<file path="config.mk">
export PLATFORM = sky130hd
export DESIGN_NAME = counting_filter
export DESIGN_NICKNAME = d
export VERILOG_FILES = /design/src/filter_pkg.sv /design/src/counting_filter.sv /design/src/result_merge.sv /design/src/counting_bank.sv /design/src/bank_lookup.sv /design/src/remove_router.sv
export SDC_FILE = /design/constraint.sdc
export NUM_CORES = 1
export LEC_CHECK = 0
export BUFFER_PORTS_ARGS = -buffer_cell sky130_fd_sc_hd__buf_2
export CAP_MARGIN = 20
export CORE_MARGIN = 4
export CORE_UTILIZATION = 56
export DETAILED_ROUTE_END_ITERATION = 10
export GPL_TIMING_DRIVEN = 1
export PLACE_DENSITY = 0.76
export SLEW_MARGIN = 20
export SYNTH_ARGS = -nofsm -noshare
export SYNTH_HDL_FRONTEND = slang
export SYNTH_SLANG_ARGS = --single-unit
</file>
<file path="constraint.sdc">
create_clock -name clk -period 3.5 [get_ports clk]
set_input_delay 0.7 -clock clk [delete_from_list [all_inputs] [get_ports clk]]
set_output_delay 0.7 -clock clk [all_outputs]
set_load 0.005 [all_outputs]
</file>
<file path="src/filter_pkg.sv">
// Shared types and sizes for the two-bank counting filter
// Holds bucket widths, the update kind enum and the bank-side packed structs

`default_nettype none

package filter_pkg;

    // ========================================
    // Sizes
    // ========================================

    localparam int num_buckets   = 16;
    localparam int num_banks     = 2;
    localparam int bank_buckets  = num_buckets / num_banks;
    localparam int bucket_bits   = 4;
    localparam int remove_depth  = 8;
    // Lookups and updates share this pipeline length
    localparam int lookup_stages = 3;

    // ========================================
    // Types
    // ========================================

    typedef logic [$clog2(num_buckets)-1:0]    bucket_idx_t;
    // The low bit of a bucket number picks the bank
    typedef logic [$clog2(num_banks)-1:0]      bank_idx_t;
    // The remaining upper bits address a bucket inside its bank
    typedef logic [$clog2(bank_buckets)-1:0]   bank_bucket_idx_t;
    typedef logic [bucket_bits-1:0]            bucket_value_t;
    typedef logic [$clog2(remove_depth)-1:0]   remove_ptr_t;
    typedef logic [$clog2(remove_depth+1)-1:0] remove_count_t;

    typedef enum logic
    {
        upd_insert = 1'b0,
        upd_remove = 1'b1
    } update_kind_e;

    // One update issued to a bank in a cycle
    typedef struct packed
    {
        logic             valid;
        update_kind_e     kind;
        bank_bucket_idx_t bucket;
    } bank_update_t;

    // Counter write of a bank, also snooped by its lookup ports
    typedef struct packed
    {
        logic             en;
        bank_bucket_idx_t bucket;
        bucket_value_t    value;
    } bank_write_t;

    function automatic bank_idx_t bank_of(bucket_idx_t idx);
        return idx[$bits(bank_idx_t)-1:0];
    endfunction

    function automatic bank_bucket_idx_t bank_bucket_of(bucket_idx_t idx);
        return idx[$bits(bucket_idx_t)-1:$bits(bank_idx_t)];
    endfunction

    // Signed step of one update, kept modulo the counter width
    function automatic bucket_value_t kind_step(update_kind_e kind);
        return (kind == upd_insert) ? bucket_value_t'(1) : bucket_value_t'(-1);
    endfunction

endpackage

`default_nettype wire
</file>
<file path="src/counting_filter.sv">
// Two-bank counting filter top level
// Connects the remove router, both banks and the lookup result merge

`timescale 1ns/1ps
`default_nettype none

module counting_filter
(
    input  logic                       clk,
    input  logic                       reset,
    input  filter_pkg::bucket_idx_t    value_req,
    input  logic                       value_en,
    input  filter_pkg::bucket_idx_t    zero_req,
    input  logic                       zero_en,
    input  filter_pkg::bucket_idx_t    insert,
    input  logic                       insert_en,
    input  filter_pkg::bucket_idx_t    remove,
    input  logic                       remove_en,
    output logic                       remove_not_full,
    output filter_pkg::bucket_value_t  t3_value,
    output logic                       t3_is_zero
);
    import filter_pkg::*;

    bank_update_t  [num_banks-1:0] bank_update;
    bucket_value_t [num_banks-1:0] bank_value;
    bucket_value_t [num_banks-1:0] bank_zero_value;

    // Lookup requests split into bank and bucket within the bank
    bank_idx_t                     value_bank;
    bank_idx_t                     zero_bank;
    bank_bucket_idx_t              value_bucket;
    bank_bucket_idx_t              zero_bucket;

    assign value_bank   = bank_of(value_req);
    assign zero_bank    = bank_of(zero_req);
    assign value_bucket = bank_bucket_of(value_req);
    assign zero_bucket  = bank_bucket_of(zero_req);

    remove_router router
    (
        .clk             (clk),
        .reset           (reset),
        .insert          (insert),
        .insert_en       (insert_en),
        .remove          (remove),
        .remove_en       (remove_en),
        .remove_not_full (remove_not_full),
        .bank_update     (bank_update)
    );

    // Every bank sees every lookup and the merge keeps the addressed one
    for (genvar b = 0; b < num_banks; b++)
    begin : g_bank
        counting_bank bank
        (
            .clk           (clk),
            .reset         (reset),
            .update        (bank_update[b]),
            .value_bucket  (value_bucket),
            .zero_bucket   (zero_bucket),
            .t2_value      (bank_value[b]),
            .t2_zero_value (bank_zero_value[b])
        );
    end

    result_merge merge
    (
        .clk             (clk),
        .value_bank      (value_bank),
        .zero_bank       (zero_bank),
        .bank_value      (bank_value),
        .bank_zero_value (bank_zero_value),
        .t3_value        (t3_value),
        .t3_is_zero      (t3_is_zero)
    );

    // A requested lookup yields a defined result three cycles later
    value_result_known: assert property (@(posedge clk) disable iff (reset)
        $past(value_en, 3) |-> !$isunknown(t3_value))
        else $error("counting_filter: t3_value unknown after lookup");

    zero_result_known: assert property (@(posedge clk) disable iff (reset)
        $past(zero_en, 3) |-> !$isunknown(t3_is_zero))
        else $error("counting_filter: t3_is_zero unknown after lookup");

endmodule

`default_nettype wire

</file>
<file path="src/result_merge.sv">
// Lookup result merge across banks
// Selects the addressed bank and registers value and emptiness outputs

`timescale 1ns/1ps
`default_nettype none

module result_merge
(
    input  logic                                                  clk,
    input  filter_pkg::bank_idx_t                                 value_bank,
    input  filter_pkg::bank_idx_t                                 zero_bank,
    input  filter_pkg::bucket_value_t [filter_pkg::num_banks-1:0] bank_value,
    input  filter_pkg::bucket_value_t [filter_pkg::num_banks-1:0] bank_zero_value,
    output filter_pkg::bucket_value_t                             t3_value,
    output logic                                                  t3_is_zero
);
    import filter_pkg::*;

    // Bank numbers follow their lookups down the bank pipeline
    bank_idx_t     value_bank_q [1:lookup_stages-1];
    bank_idx_t     zero_bank_q [1:lookup_stages-1];

    // Count from the bank that served the zero lookup
    bucket_value_t zero_sel;

    always_ff @(posedge clk)
    begin
        value_bank_q[1] <= value_bank;
        zero_bank_q[1]  <= zero_bank;
        for (int p = 2; p < lookup_stages; p++)
        begin
            value_bank_q[p] <= value_bank_q[p-1];
            zero_bank_q[p]  <= zero_bank_q[p-1];
        end
    end

    assign zero_sel = bank_zero_value[zero_bank_q[lookup_stages-1]];

    // ========================================
    // Output registers
    // ========================================

    // Emptiness is derived here from the full count copy
    always_ff @(posedge clk)
    begin
        t3_value   <= bank_value[value_bank_q[lookup_stages-1]];
        t3_is_zero <= (zero_sel == '0);
    end

endmodule

`default_nettype wire

</file>
<file path="src/counting_bank.sv">
// One bank of the counting filter with a read-modify-write update pipeline
// Delta correction allows several updates to one bucket in flight at once

`timescale 1ns/1ps
`default_nettype none

module counting_bank
(
    input  logic                          clk,
    input  logic                          reset,
    input  filter_pkg::bank_update_t      update,
    input  filter_pkg::bank_bucket_idx_t  value_bucket,
    input  filter_pkg::bank_bucket_idx_t  zero_bucket,
    output filter_pkg::bucket_value_t     t2_value,
    output filter_pkg::bucket_value_t     t2_zero_value
);
    import filter_pkg::*;

    // Update side counters
    bucket_value_t counters [bank_buckets];

    // Stage 0 is the incoming update, stages 1 and 2 are registered copies
    bank_update_t  upd_q [1:lookup_stages-1];
    bucket_value_t delta_q [1:lookup_stages-1];
    bucket_value_t rd_q [1:lookup_stages-1];
    bucket_value_t delta0;

    bank_write_t   write;

    // Sequential reference counts used only by the checks below
    bucket_value_t shadow [bank_buckets];
    bucket_value_t shadow_next;

    // ========================================
    // Update pipeline
    // ========================================

    // The read taken at the end of stage 0 misses both older updates still
    // in flight, so their steps are folded into the delta here
    always_comb
    begin
        delta0 = kind_step(update.kind);
        for (int p = 1; p < lookup_stages; p++)
        begin
            if (upd_q[p].valid && (upd_q[p].bucket == update.bucket))
            begin
                delta0 = delta0 + kind_step(upd_q[p].kind);
            end
        end
    end

    always_ff @(posedge clk)
    begin
        upd_q[1]   <= update;
        upd_q[2]   <= upd_q[1];
        delta_q[1] <= delta0;
        delta_q[2] <= delta_q[1];
        // Counter read plus one output register, like a block RAM read
        rd_q[1]    <= counters[update.bucket];
        rd_q[2]    <= rd_q[1];

        if (reset)
        begin
            upd_q[1].valid <= 1'b0;
            upd_q[2].valid <= 1'b0;
        end
    end

    // Stage 2 writes the corrected count back
    assign write.en     = upd_q[2].valid;
    assign write.bucket = upd_q[2].bucket;
    assign write.value  = rd_q[2] + delta_q[2];

    always_ff @(posedge clk)
    begin
        if (reset)
        begin
            for (int b = 0; b < bank_buckets; b++)
            begin
                counters[b] <= '0;
            end
        end
        else if (write.en)
        begin
            counters[write.bucket] <= write.value;
        end
    end

    // ========================================
    // Lookup ports
    // ========================================

    // Each lookup class keeps its own counter copy fed by the bank writes
    bank_lookup value_lookup
    (
        .clk      (clk),
        .reset    (reset),
        .bucket   (value_bucket),
        .write    (write),
        .t2_value (t2_value)
    );

    bank_lookup zero_lookup
    (
        .clk      (clk),
        .reset    (reset),
        .bucket   (zero_bucket),
        .write    (write),
        .t2_value (t2_zero_value)
    );

    // ========================================
    // Counter checks
    // ========================================

    // Shadow counts apply each update in order with no bypass at all
    assign shadow_next = shadow[upd_q[2].bucket] + kind_step(upd_q[2].kind);

    always_ff @(posedge clk)
    begin
        if (reset)
        begin
            for (int b = 0; b < bank_buckets; b++)
            begin
                shadow[b] <= '0;
            end
        end
        else if (upd_q[2].valid)
        begin
            shadow[upd_q[2].bucket] <= shadow_next;
        end
    end

    bucket_overflow: assert property (@(posedge clk) disable iff (reset)
        (upd_q[2].valid && (upd_q[2].kind == upd_insert)) |-> (shadow[upd_q[2].bucket] != '1))
        else $error("counting_bank: bucket 0x%0h overflow", upd_q[2].bucket);

    bucket_underflow: assert property (@(posedge clk) disable iff (reset)
        (upd_q[2].valid && (upd_q[2].kind == upd_remove)) |-> (shadow[upd_q[2].bucket] != '0))
        else $error("counting_bank: bucket 0x%0h underflow", upd_q[2].bucket);

    // The delta-corrected write must agree with plain sequential counting
    bucket_write_value: assert property (@(posedge clk) disable iff (reset)
        write.en |-> (write.value == shadow_next))
        else $error("counting_bank: bucket 0x%0h wrote 0x%0h expected 0x%0h",
                    write.bucket, write.value, shadow_next);

endmodule

`default_nettype wire

</file>
<file path="src/bank_lookup.sv">
// Lookup port of one bank with a registered counter read
// Writes seen during the read are tracked so the result stays current

`timescale 1ns/1ps
`default_nettype none

module bank_lookup
(
    input  logic                          clk,
    input  logic                          reset,
    input  filter_pkg::bank_bucket_idx_t  bucket,
    input  filter_pkg::bank_write_t       write,
    output filter_pkg::bucket_value_t     t2_value
);
    import filter_pkg::*;

    // Private copy of the bank counters
    bucket_value_t    mem [bank_buckets];

    // Read data and bypass state for stages 1 and 2
    bank_bucket_idx_t bucket1_q;
    bucket_value_t    rd1_q;
    bucket_value_t    rd2_q;
    logic             hit1_q;
    logic             hit2_q;
    bucket_value_t    hit_val1_q;
    bucket_value_t    hit_val2_q;

    // Write in the request cycle to the requested bucket
    logic             hit0;
    // Write in stage 1 to the tracked bucket
    logic             hit1;

    assign hit0 = write.en && (write.bucket == bucket);
    assign hit1 = write.en && (write.bucket == bucket1_q);

    // Mirrors every counter write of the bank
    always_ff @(posedge clk)
    begin
        if (reset)
        begin
            for (int b = 0; b < bank_buckets; b++)
            begin
                mem[b] <= '0;
            end
        end
        else if (write.en)
        begin
            mem[write.bucket] <= write.value;
        end
    end

    // ========================================
    // Read and bypass pipeline
    // ========================================

    // The read misses the write that lands on the same edge, and later
    // writes in stage 1 are newer than the read, so both are captured here
    // Writes in stage 2 belong to updates issued with this lookup and are
    // left out
    always_ff @(posedge clk)
    begin
        bucket1_q  <= bucket;
        rd1_q      <= mem[bucket];
        rd2_q      <= rd1_q;
        hit_val1_q <= write.value;
        hit1_q     <= hit0;
        hit2_q     <= hit1_q || hit1;
        hit_val2_q <= hit1 ? write.value : hit_val1_q;

        if (reset)
        begin
            hit1_q <= 1'b0;
            hit2_q <= 1'b0;
        end
    end

    // Newest snooped write wins over the memory read
    assign t2_value = hit2_q ? hit_val2_q : rd2_q;

endmodule

`default_nettype wire

</file>
<file path="src/remove_router.sv">
// Remove request queue and per-bank update routing
// Inserts always take their bank and the queue head fills a bank left idle

`timescale 1ns/1ps
`default_nettype none

module remove_router
(
    input  logic                                                 clk,
    input  logic                                                 reset,
    input  filter_pkg::bucket_idx_t                              insert,
    input  logic                                                 insert_en,
    input  filter_pkg::bucket_idx_t                              remove,
    input  logic                                                 remove_en,
    output logic                                                 remove_not_full,
    output filter_pkg::bank_update_t [filter_pkg::num_banks-1:0] bank_update
);
    import filter_pkg::*;

    // Circular queue of pending remove buckets
    bucket_idx_t   queue_mem [remove_depth];
    remove_ptr_t   wr_ptr;
    remove_ptr_t   rd_ptr;
    remove_count_t count;

    logic          push;
    logic          pop;
    logic          head_valid;
    bucket_idx_t   head;
    bank_idx_t     head_bank;
    bank_idx_t     insert_bank;

    // ========================================
    // Remove queue
    // ========================================

    assign remove_not_full = (count != remove_count_t'(remove_depth));
    assign push            = remove_en && remove_not_full;

    // The head always comes straight out of the queue registers
    assign head_valid  = (count != '0);
    assign head        = queue_mem[rd_ptr];
    assign head_bank   = bank_of(head);
    assign insert_bank = bank_of(insert);

    // The head leaves only when an insert is not claiming its bank
    assign pop = head_valid && !(insert_en && (insert_bank == head_bank));

    always_ff @(posedge clk)
    begin
        if (reset)
        begin
            wr_ptr <= '0;
            rd_ptr <= '0;
            count  <= '0;
        end
        else
        begin
            if (push)
            begin
                wr_ptr <= wr_ptr + 1'b1;
            end
            if (pop)
            begin
                rd_ptr <= rd_ptr + 1'b1;
            end
            count <= count + remove_count_t'(push) - remove_count_t'(pop);
        end
    end

    // A pushed entry becomes visible as head one cycle later at the earliest
    always_ff @(posedge clk)
    begin
        if (push)
        begin
            queue_mem[wr_ptr] <= remove;
        end
    end

    // ========================================
    // Per-bank update select
    // ========================================

    always_comb
    begin
        for (int b = 0; b < num_banks; b++)
        begin
            bank_update[b].valid  = 1'b0;
            bank_update[b].kind   = upd_insert;
            bank_update[b].bucket = bank_bucket_of(insert);
            if (insert_en && (insert_bank == bank_idx_t'(b)))
            begin
                bank_update[b].valid = 1'b1;
            end
            else if (head_valid && (head_bank == bank_idx_t'(b)))
            begin
                bank_update[b].valid  = 1'b1;
                bank_update[b].kind   = upd_remove;
                bank_update[b].bucket = bank_bucket_of(head);
            end
        end
    end

    // Clients must hold off removes while the queue reports full
    remove_push_when_full: assert property (@(posedge clk) disable iff (reset)
        remove_en |-> remove_not_full)
        else $error("remove_router: remove_en while queue full");

    // A dequeued remove goes out as the only update of its bank
    remove_head_issued: assert property (@(posedge clk) disable iff (reset)
        pop |-> (bank_update[head_bank].valid
                 && (bank_update[head_bank].kind == upd_remove)
                 && (bank_update[head_bank].bucket == bank_bucket_of(head))))
        else $error("remove_router: dequeued remove not issued to bank %0d", head_bank);

endmodule

`default_nettype wire

</file>
Yosys cells after proc, flatten, opt, wreduce, memory -nomap -nowiden. Memories as Yosys holds them, arrays and structs flattened. A register that Yosys moved wholly into a read port is not among the register bits. Cells that the tools add are included.

Memory bits (writable): 280. Input port bits: 22. Logic and storage cells: 166. Memories: 15. Bits in read-only memories: 0. Register bits after elaboration: 69. Output and inout port bits: 6. Latch bits: 0.

Memory list: g_bank[0].bank.counters (words 8, bits a word 4, rd ports 1, clocked after memory_dff 0, wr ports 8, RTL line counting_bank.sv:20) `bucket_value_t counters [bank_buckets];`; g_bank[0].bank.value_lookup.mem (words 8, bits a word 4, rd ports 1, clocked after memory_dff 1, wr ports 8, RTL line bank_lookup.sv:18) `bucket_value_t mem [bank_buckets];`; g_bank[0].bank.zero_lookup.mem (words 8, bits a word 4, rd ports 1, clocked after memory_dff 1, wr ports 8, RTL line bank_lookup.sv:18); g_bank[1].bank.counters (words 8, bits a word 4, rd ports 1, clocked after memory_dff 0, wr ports 8, RTL line counting_bank.sv:20); g_bank[1].bank.value_lookup.mem (words 8, bits a word 4, rd ports 1, clocked after memory_dff 1, wr ports 8, RTL line bank_lookup.sv:18); g_bank[1].bank.zero_lookup.mem (words 8, bits a word 4, rd ports 1, clocked after memory_dff 1, wr ports 8, RTL line bank_lookup.sv:18); +9 memories.

Multiply operators: 0. Add/subtract/negate cells: 10. $lt $le $gt $ge: 2. Muxes and demuxes: 62. Reduce and logical (&&, ||, !) cells: 32. Divide/modulo/power cells: 0. Bitwise operators: 6. Equal/unequal tests: 14. Shift-type cells: 0.

Operators by type and width (count): $mux 4 (30); $eq 3x3->1 (12); $add 4x4->4 (6); $mux 3 (8); $reduce_or 4->1 (6); $mux 1 (22); $logic_and 1x1->1 (19); $mux 5 (2); $add 3x1->3 const B (2); $add 4x1->4 (1); $logic_not 4->1 (1); $logic_or 1x1->1 (4); $lt 1x2->1 const B (2); $ne 4x4->1 const B (1); $or 1x1->1 const A (4); $reduce_bool 4->1 (1); $sub 4x1->4 (1); $not 1->1 (2); $eq 1x1->1 (1); $logic_not 1->1 (1).

Logic depth before layout (Yosys ltp). Gate-level depths: netlist of the first run.

Word-level depth: 9. Mapped depth: 16. Gate-level depth less buffers: 15.

Modules after synthesis. Synthesis of the first run repeated with hierarchy kept, for this count alone.

Cell total of the unflattened synthesis: 1078. Area total of the unflattened synthesis: 15904.0 um^2.

By module, submodules not included: bank_lookup (times used 4, sequential area each 1381.3 um^2, cells each 142, area an instance 2155.8 um^2); counting_bank (times used 2, sequential area each 1481.4 um^2, cells each 171, area an instance 2449.8 um^2); remove_router (times used 1, sequential area each 1221.2 um^2, cells each 152, area an instance 2132.0 um^2); result_merge (times used 1, sequential area each 180.2 um^2, cells each 16, area an instance 249.0 um^2).

Worst setup path after synthesis of the first run. OpenSTA, ideal clock, no wires.

Kind: register to register. From: register router.count[2]. To: memory g_bank[0].bank.delta_q[1][3] (netlist bit). Path buffers: 2. Setup time: 0.069 ns. Cell stages (with the launch flop): 17. Arrival time: 3.205 ns. Clock period less this slack: 3.274 ns. Data required time: 3.431 ns. Path slack: 0.226 ns. Cell sequence: dfxtp_1 inv_1 ha_1 or3b_2 nand2_1 a21oi_2 mux2_4 buf_12 xnor2_1 or3b_1 buf_6 o21ai_2 ha_1 nor3_1 mux2i_1 mux2_1 o21ai_1.

RTL lines: start: declaration (RTL line remove_router.sv:24) `remove_count_t count;`; start signal: assignment (RTL line remove_router.sv:67) `count <= count + remove_count_t'(push) - remove_count_t'(pop);`; end: declaration (RTL line counting_bank.sv:24) `bucket_value_t delta_q [1:lookup_stages-1];`.

==> results of run 1 <==
final cells by class:
class                   instances  area, sq um  share of cell area
diodes                          1         2.50            0.000219
well taps                     229          287              0.0251
multi-input cells             468         4150               0.363
clock buffers                  32          714              0.0625
flip-flops and latches        240         5770               0.505
inverters                      37          139              0.0122
repair buffers                 39          230              0.0202
clock inverters                12          134              0.0117
sequential cells by signal, indices dropped and copies added (netlist names), 4 cells and up, named ones only:
name / count
g_bank.bank.zero_lookup.mem: 44
router.queue_mem: 32
g_bank.bank.upd_q: 20
g_bank.bank.delta_q: 16
g_bank.bank.rd_q: 16
g_bank.bank.counters: 12
g_bank.bank.value_lookup.hit_val1_q: 8
g_bank.bank.value_lookup.hit_val2_q: 8
g_bank.bank.value_lookup.rd1_q: 8
g_bank.bank.value_lookup.rd2_q: 8
g_bank.bank.zero_lookup.hit_val2_q: 8
g_bank.bank.zero_lookup.rd1_q: 8
g_bank.bank.zero_lookup.rd2_q: 8
g_bank.bank.value_lookup.mem: 8
merge.t3_value: 4
router.count: 4
path summary, 6_finish.rpt:
kind	start	endpoint	slack, ns	cells after the start
hold / removal	value_req[0]	merge.value_bank_q[1]$_DFF_P_	0.30	1
setup reg to reg	flop	g_bank[0].bank.delta_q[1][3]$_DFF_P_	0.21	12
setup / recovery	flop	g_bank[0].bank.delta_q[1][3]$_DFF_P_	0.21	12
hold reg to reg	g_bank[0].bank.zero_lookup.rd1_q[0]$_DFF_P_	g_bank[0].bank.zero_lookup.rd2_q[0]$_DFF_P_	0.33	0
kinds of logic (layout without fill, tap and decap cells):
kind of cell	after synthesis	in the layout	share of synthesized area
xor+xnor	50	50	0.0429
other cells	0	1	0
buf+inv	75	120	0.0320
simple gates	210	210	0.0976
mux	102	102	0.174
compound gates	81	81	0.0538
fa+ha+maj	25	25	0.0343
flops	240	240	0.565
metrics by stage:
step,hold slack [ns],power (W),setup WS [ns]
CTS,0.284,0.00992,0.00305
detailed placement,0.312,0.00722,-0.00251
global placement,0.311,0.00702,0.171
floorplan,0.310,0.00634,0.226
global route,0.273,0.0105,0.0186
finish,0.300,0.00995,0.209
power groups by stage:
stage | logic (W) | clock network, W | registers [W]
2_1_floorplan | 0.00258 | 0 | 0.00377
3_3_place_gp | 0.00302 | 0 | 0.00400
3_5_place_dp | 0.00317 | 0 | 0.00405
4_1_cts | 0.00320 | 0.00272 | 0.00400
5_1_grt | 0.00360 | 0.00284 | 0.00408
6_report | 0.00327 | 0.00268 | 0.00401
placed cells by master (no fill, tap or decap), types with 25 or more instances in the layout:
cell / n
mux2_2: 30
xor2_1: 27
nor2_1: 92
inv_1: 32
clkbuf_16: 27
edfxtp_1: 96
buf_2: 25
dfxtp_1: 141
mux4_2: 54
nand2_1: 36
worst max-delay path: cells and delay by family, from the launching register on:
kind                     cells  cell delay [ns]
flip-flops                   1             0.46
adder cells (fa/ha/maj)      1             0.29
multiplexers                 4             1.24
buffers and inverters        1             0.17
XOR/XNOR                     1             0.18
AND/OR/NAND/NOR              2             0.54
AO/OA/AOI/OAI                3             0.35
per-layer routing:
layer  share of wire  vias up  global-route usage
li1                -     2883                   -
met1            0.40     3070               0.263
met2            0.52      205               0.370
met3           0.058       39              0.0378
met4           0.023        2              0.0555
met5         0.00034        -                   0
repair_timing:
| item | in CTS | in global routing |
|---|---|---|
| pin swaps | 0 | 1 |
| gates resized for setup | 1 | 10 |
| setup endpoints to repair | 1 | 5 |
| buffers inserted | 0 | 2 |
==> flow_summary.ini, run 1 <==
[clock_network]
cts_tree = done
cts_root_buf = clkbuf_16
cts.clk_slew.worst_paths_ns = 0.06
cts_sinks = 240
cts_buffers = 24
htreeDepth = 1
cts_max_path_buffers = 3
clock_latency_ns = 0.51
ctsHoldBuffers = 0

[routing]
vias = 6199
wl_per_cell_um = 19.6
route.detailed.drc = 0
antenna_left = 0
drt-pass1-iter-count = 5
vias_per_cell = 5.86
finalWirelength_mm = 20.8
drt-initial-drc-count = 466

[pwr]
pwr-share-comb = 0.329
p_per_area_nw_per_um2 = 871
p_leak_nw = 4.42
peakVddDrop_v = 0.000553
seqPwrFrac = 0.403
clkPwrFrac = 0.269
p_sw_frac = 0.335
p_int_w = 0.00662
p_switching_w = 0.00334

[critical_path]
max_stage_delay_ns = 0.56
crit_required_ns = 3.94
crit_type = flop to flop
crit_path_end_kind = flop
critPathSlowestCell = mux4_2
crit_path_cell_trace = mux4_2, mux2i_4, xor2_1, nand2_1, a21oi_1, or3b_4, buf_4, o21ai_2, ha_1, mux2i_1, mux2_1, o21ai_1
worstPathMaxFanout = 10
start_kind = flop
crit_arrival_ns = 3.73

[finish]
nFillCells = 1353
fin_nets = 857
stdcell_area_sq_um = 11400
final_core_util = 0.636
area_delta_synth_final_pct = 11.9
final_cells = 1058
drive_above_1_share = 0.227

[status]
status = finished clean

[run]
cap_violations = 0

[global_routing]
grt_overflow_total = 0
grt_first_pass_wirelength_mm = 33.5
grt_pass1_vias = 6503
grt_usage = 0.208
antenna_found_initial = 1
grt_max_degree = 46

[die]
rows = 49
pin_count = 28
fp.dieH_um = 143
core_sq_um = 18000
dieWidth_um = 143
start_util = 0.568
die_area_sq_um = 20400

[sta]
finalSetupViolations = 0
tns_ns = 0
min_period_over_period = 0.940
fin_crit_ns = 3.29
rsz0062_at_grt = no
slew_violations = 0
slew_headroom = 0.255
finalHoldViolCount = 0
clock.fmax_mhz = 304
tightest_slew_ns = 1.11
finClkSkew_ns = 0.00668

[place]
post_dp_cell_area_sq_um = 10500
port_buffers = 25
dp_cells = 1011
gp_congestion = 0.853
hpwl_mm = 14.8

[logic_synthesis]
synth_area_leader_cell = dfxtp_1
ys_warn_count = 0
synth-edff-count = 96
synth_seq_cells = 240
synth_ff_type = dfxtp_1
yosys.cell_types.count = 64
synth_area_leaders = dfxtp_1, edfxtp_1, mux4_2
syn_area_per_cell_sq_um = 13.0
synth_area_sq_um = 10200
yosysMostFrequentCell = dfxtp_1
synth-seq-area-share = 0.565
synth_commonest_cells = dfxtp_1, edfxtp_1, nor2_1, mux4_2, nand2_1
syn_nets = 830
post-synth-top-area-fraction = 0.283
syn-instance-count = 783
synthArstFlopShare = 0

[min_path]
holdCritPathClass = primary input to flop
No activity file was read; power rests on OpenSTA's default activity.
==> inputs of run 2 (changes only) <==
Settings changed: MAX_ROUTING_LAYER from default to met4, PLACE_DENSITY 0.76 to 0.73.
==> flow_summary.ini, run 2 (synthesis results as in run 1) <==
[status]
status = finished clean

[finish]
largest_register = g_bank.bank.zero_lookup.mem
largest_reg_flops = 44
drive_above_1_share = 0.227
multi_input_area_sq_um = 4130
area_delta_synth_final_pct = 11.3
final_common_cell = dfxtp_1
reg_top3 = g_bank.bank.zero_lookup.mem: 44 flops, router.queue_mem: 32 flops, g_bank.bank.upd_q: 20 flops
nFillCells = 1347
register_area_sq_um = 5770
most-common-layout-cells = dfxtp_1, edfxtp_1, nor2_1
fin_nets = 860
final_core_util = 0.632

[pwr]
p_sw_frac = 0.347
pwr-share-comb = 0.339
p_per_area_nw_per_um2 = 866
clkPwrFrac = 0.254
peakVddDrop_v = 0.000521
p_leak_nw = 4.40
seqPwrFrac = 0.407
p_int_w = 0.00642
p_switching_w = 0.00342

[critical_path]
start_kind = flop
timing.rr.end = g_bank[0].bank.delta_q[1][3]$_DFF_P_
critPathSlowestCell = or3b_1
worstPathMaxFanout = 4
cp_common_cell = ha_1
crit_arrival_ns = 3.74
max_stage_delay_ns = 0.42
r2r_slack_ns = 0.19
r2r-start = router.count[2]$_SDFF_PP0_
crit_required_ns = 3.94
r2r_cells = 14
crit_path_cell_trace = inv_1, ha_1, or3b_4, nand2_1, a21oi_2, mux2_4, xnor2_1, or3b_1, o21ai_2, ha_1, nor3_2, mux2i_1, mux2_1, o21ai_1
crit_type = flop to flop
crit_path_end_kind = flop

[place]
gp_congestion = 0.850
port_buffers = 25
hpwl_mm = 14.6

[clock_network]
cts_max_path_buffers = 3
cts_sinks = 240
cts_root_buf = clkbuf_16
cts_setup_buffers = 0
cts.clk_slew.worst_paths_ns = 0.06
cts_tree = done
htreeDepth = 1
ctsHoldBuffers = 0
clock_latency_ns = 0.51
cts_buffers = 25

[min_path]
hold_path_startpoint = zero_req[0]
min_to = merge.zero_bank_q[1]$_DFF_P_
holdCritPathClass = primary input to flop
hold_depth = 1

[routing]
finalWirelength_mm = 20.5
drt-initial-drc-count = 481
drt-pass1-iter-count = 5
wl_per_cell_um = 19.3
antenna_left = 0
vias = 6188
route.detailed.drc = 0
vias_per_cell = 5.83

[sta]
tightest_slew_ns = 1.02
clock.fmax_mhz = 303
slew_headroom = 0.315
finalHoldViolCount = 0
finalSetupViolations = 0
finClkSkew_ns = 0.0167
slew_violations = 0
tns_ns = 0
min_period_over_period = 0.944
rsz0062_at_grt = no
whs_ns = 0.286
fin_crit_ns = 3.31

[global_routing]
grt_pass1_vias = 6447
grt_first_pass_wirelength_mm = 33.1
antenna_found_initial = 1
grt_overflow_total = 0
grt_usage = 0.212
grt_max_degree = 33

[die]
die_area_sq_um = 20400
fp.dieH_um = 143
start_util = 0.568
core_sq_um = 18000
pin_count = 28
dieWidth_um = 143
rows = 49

[run]
cap_violations = 0
run 2: cell count changes in the layout (fill, tap and decap cells not counted), sizes merged:
cell      previous run  this run
clkinvlp             0         1
buf                 39        41
inv                 35        37
diode                1         2
bufinv               3         1
run 2: worst max-delay path by stage:
stage	from	end	slack [ns]	depth (start not counted)
floorplan	router.count[2]$_SDFF_PP0_	g_bank[0].bank.delta_q[1][3]$_DFF_P_	0.23	16
global placement	insert[0]	g_bank[1].bank.delta_q[1][2]$_DFF_P_	0.17	11
detailed placement	flop	g_bank[0].bank.delta_q[1][3]$_DFF_P_	-0.01	12
CTS	router.count[2]$_SDFF_PP0_	g_bank[0].bank.delta_q[1][3]$_DFF_P_	0.01	14
global route	router.count[2]$_SDFF_PP0_	g_bank[0].bank.delta_q[1][3]$_DFF_P_	0.008	15
finish	router.count[2]$_SDFF_PP0_	g_bank[0].bank.delta_q[1][3]$_DFF_P_	0.19	14
run 2: layout make-up:
type,count,share of cell area
diodes,2,0.000441
clock buffers,32,0.0601
clock inverters,13,0.00860
inverters,37,0.0122
multi-input cells,468,0.364
flip-flops and latches,240,0.509
well taps,229,0.0252
repair buffers,41,0.0214
run 2: worst max-delay path: cells and delay by family (launching register included):
family / cells / cell delay, ns
XOR/XNOR: 1 / 0.16
AO/OA/AOI/OAI: 3 / 0.35
adder cells (fa/ha/maj): 2 / 0.46
AND/OR/NAND/NOR: 4 / 1.12
flip-flops: 1 / 0.30
multiplexers: 3 / 0.75
buffers and inverters: 1 / 0.10
run 2: power by group through the flow:
stage          Sequential, W  Clock (W)  Combinational (W)
2_1_floorplan        0.00377          0            0.00258
3_3_place_gp         0.00401          0            0.00313
3_5_place_dp         0.00405          0            0.00328
4_1_cts              0.00400    0.00253            0.00332
5_1_grt              0.00407    0.00265            0.00367
6_report             0.00400    0.00250            0.00334
run 2: through the flow:
step           setup WS [ns]  instance area, sq um  cells  power (W)
3_5_place_dp         -0.0114                 10500   1015    0.00733
2_1_floorplan          0.226                 10200    783    0.00634
6_report               0.194                 11400   1062    0.00984
4_1_cts              0.00966                 11300   1060    0.00986
3_3_place_gp           0.169                 10500   1014    0.00715
5_1_grt              0.00762                 11400   1061     0.0104
run 2: timing repair:
item | CTS | global route
gates resized for setup | 3 | 6
pin swaps | 0 | 1
endpoints found under the setup margin | 1 | 4
run 2: routing by layer:
layer / track usage / vias to the layer above / wire length, um
li1: - / 2884 / -
met5: - / - / 0
met4: 0.0650 / 0 / 524
met2: 0.353 / 241 / 10300
met1: 0.260 / 3015 / 8170
met3: 0.0482 / 48 / 1520
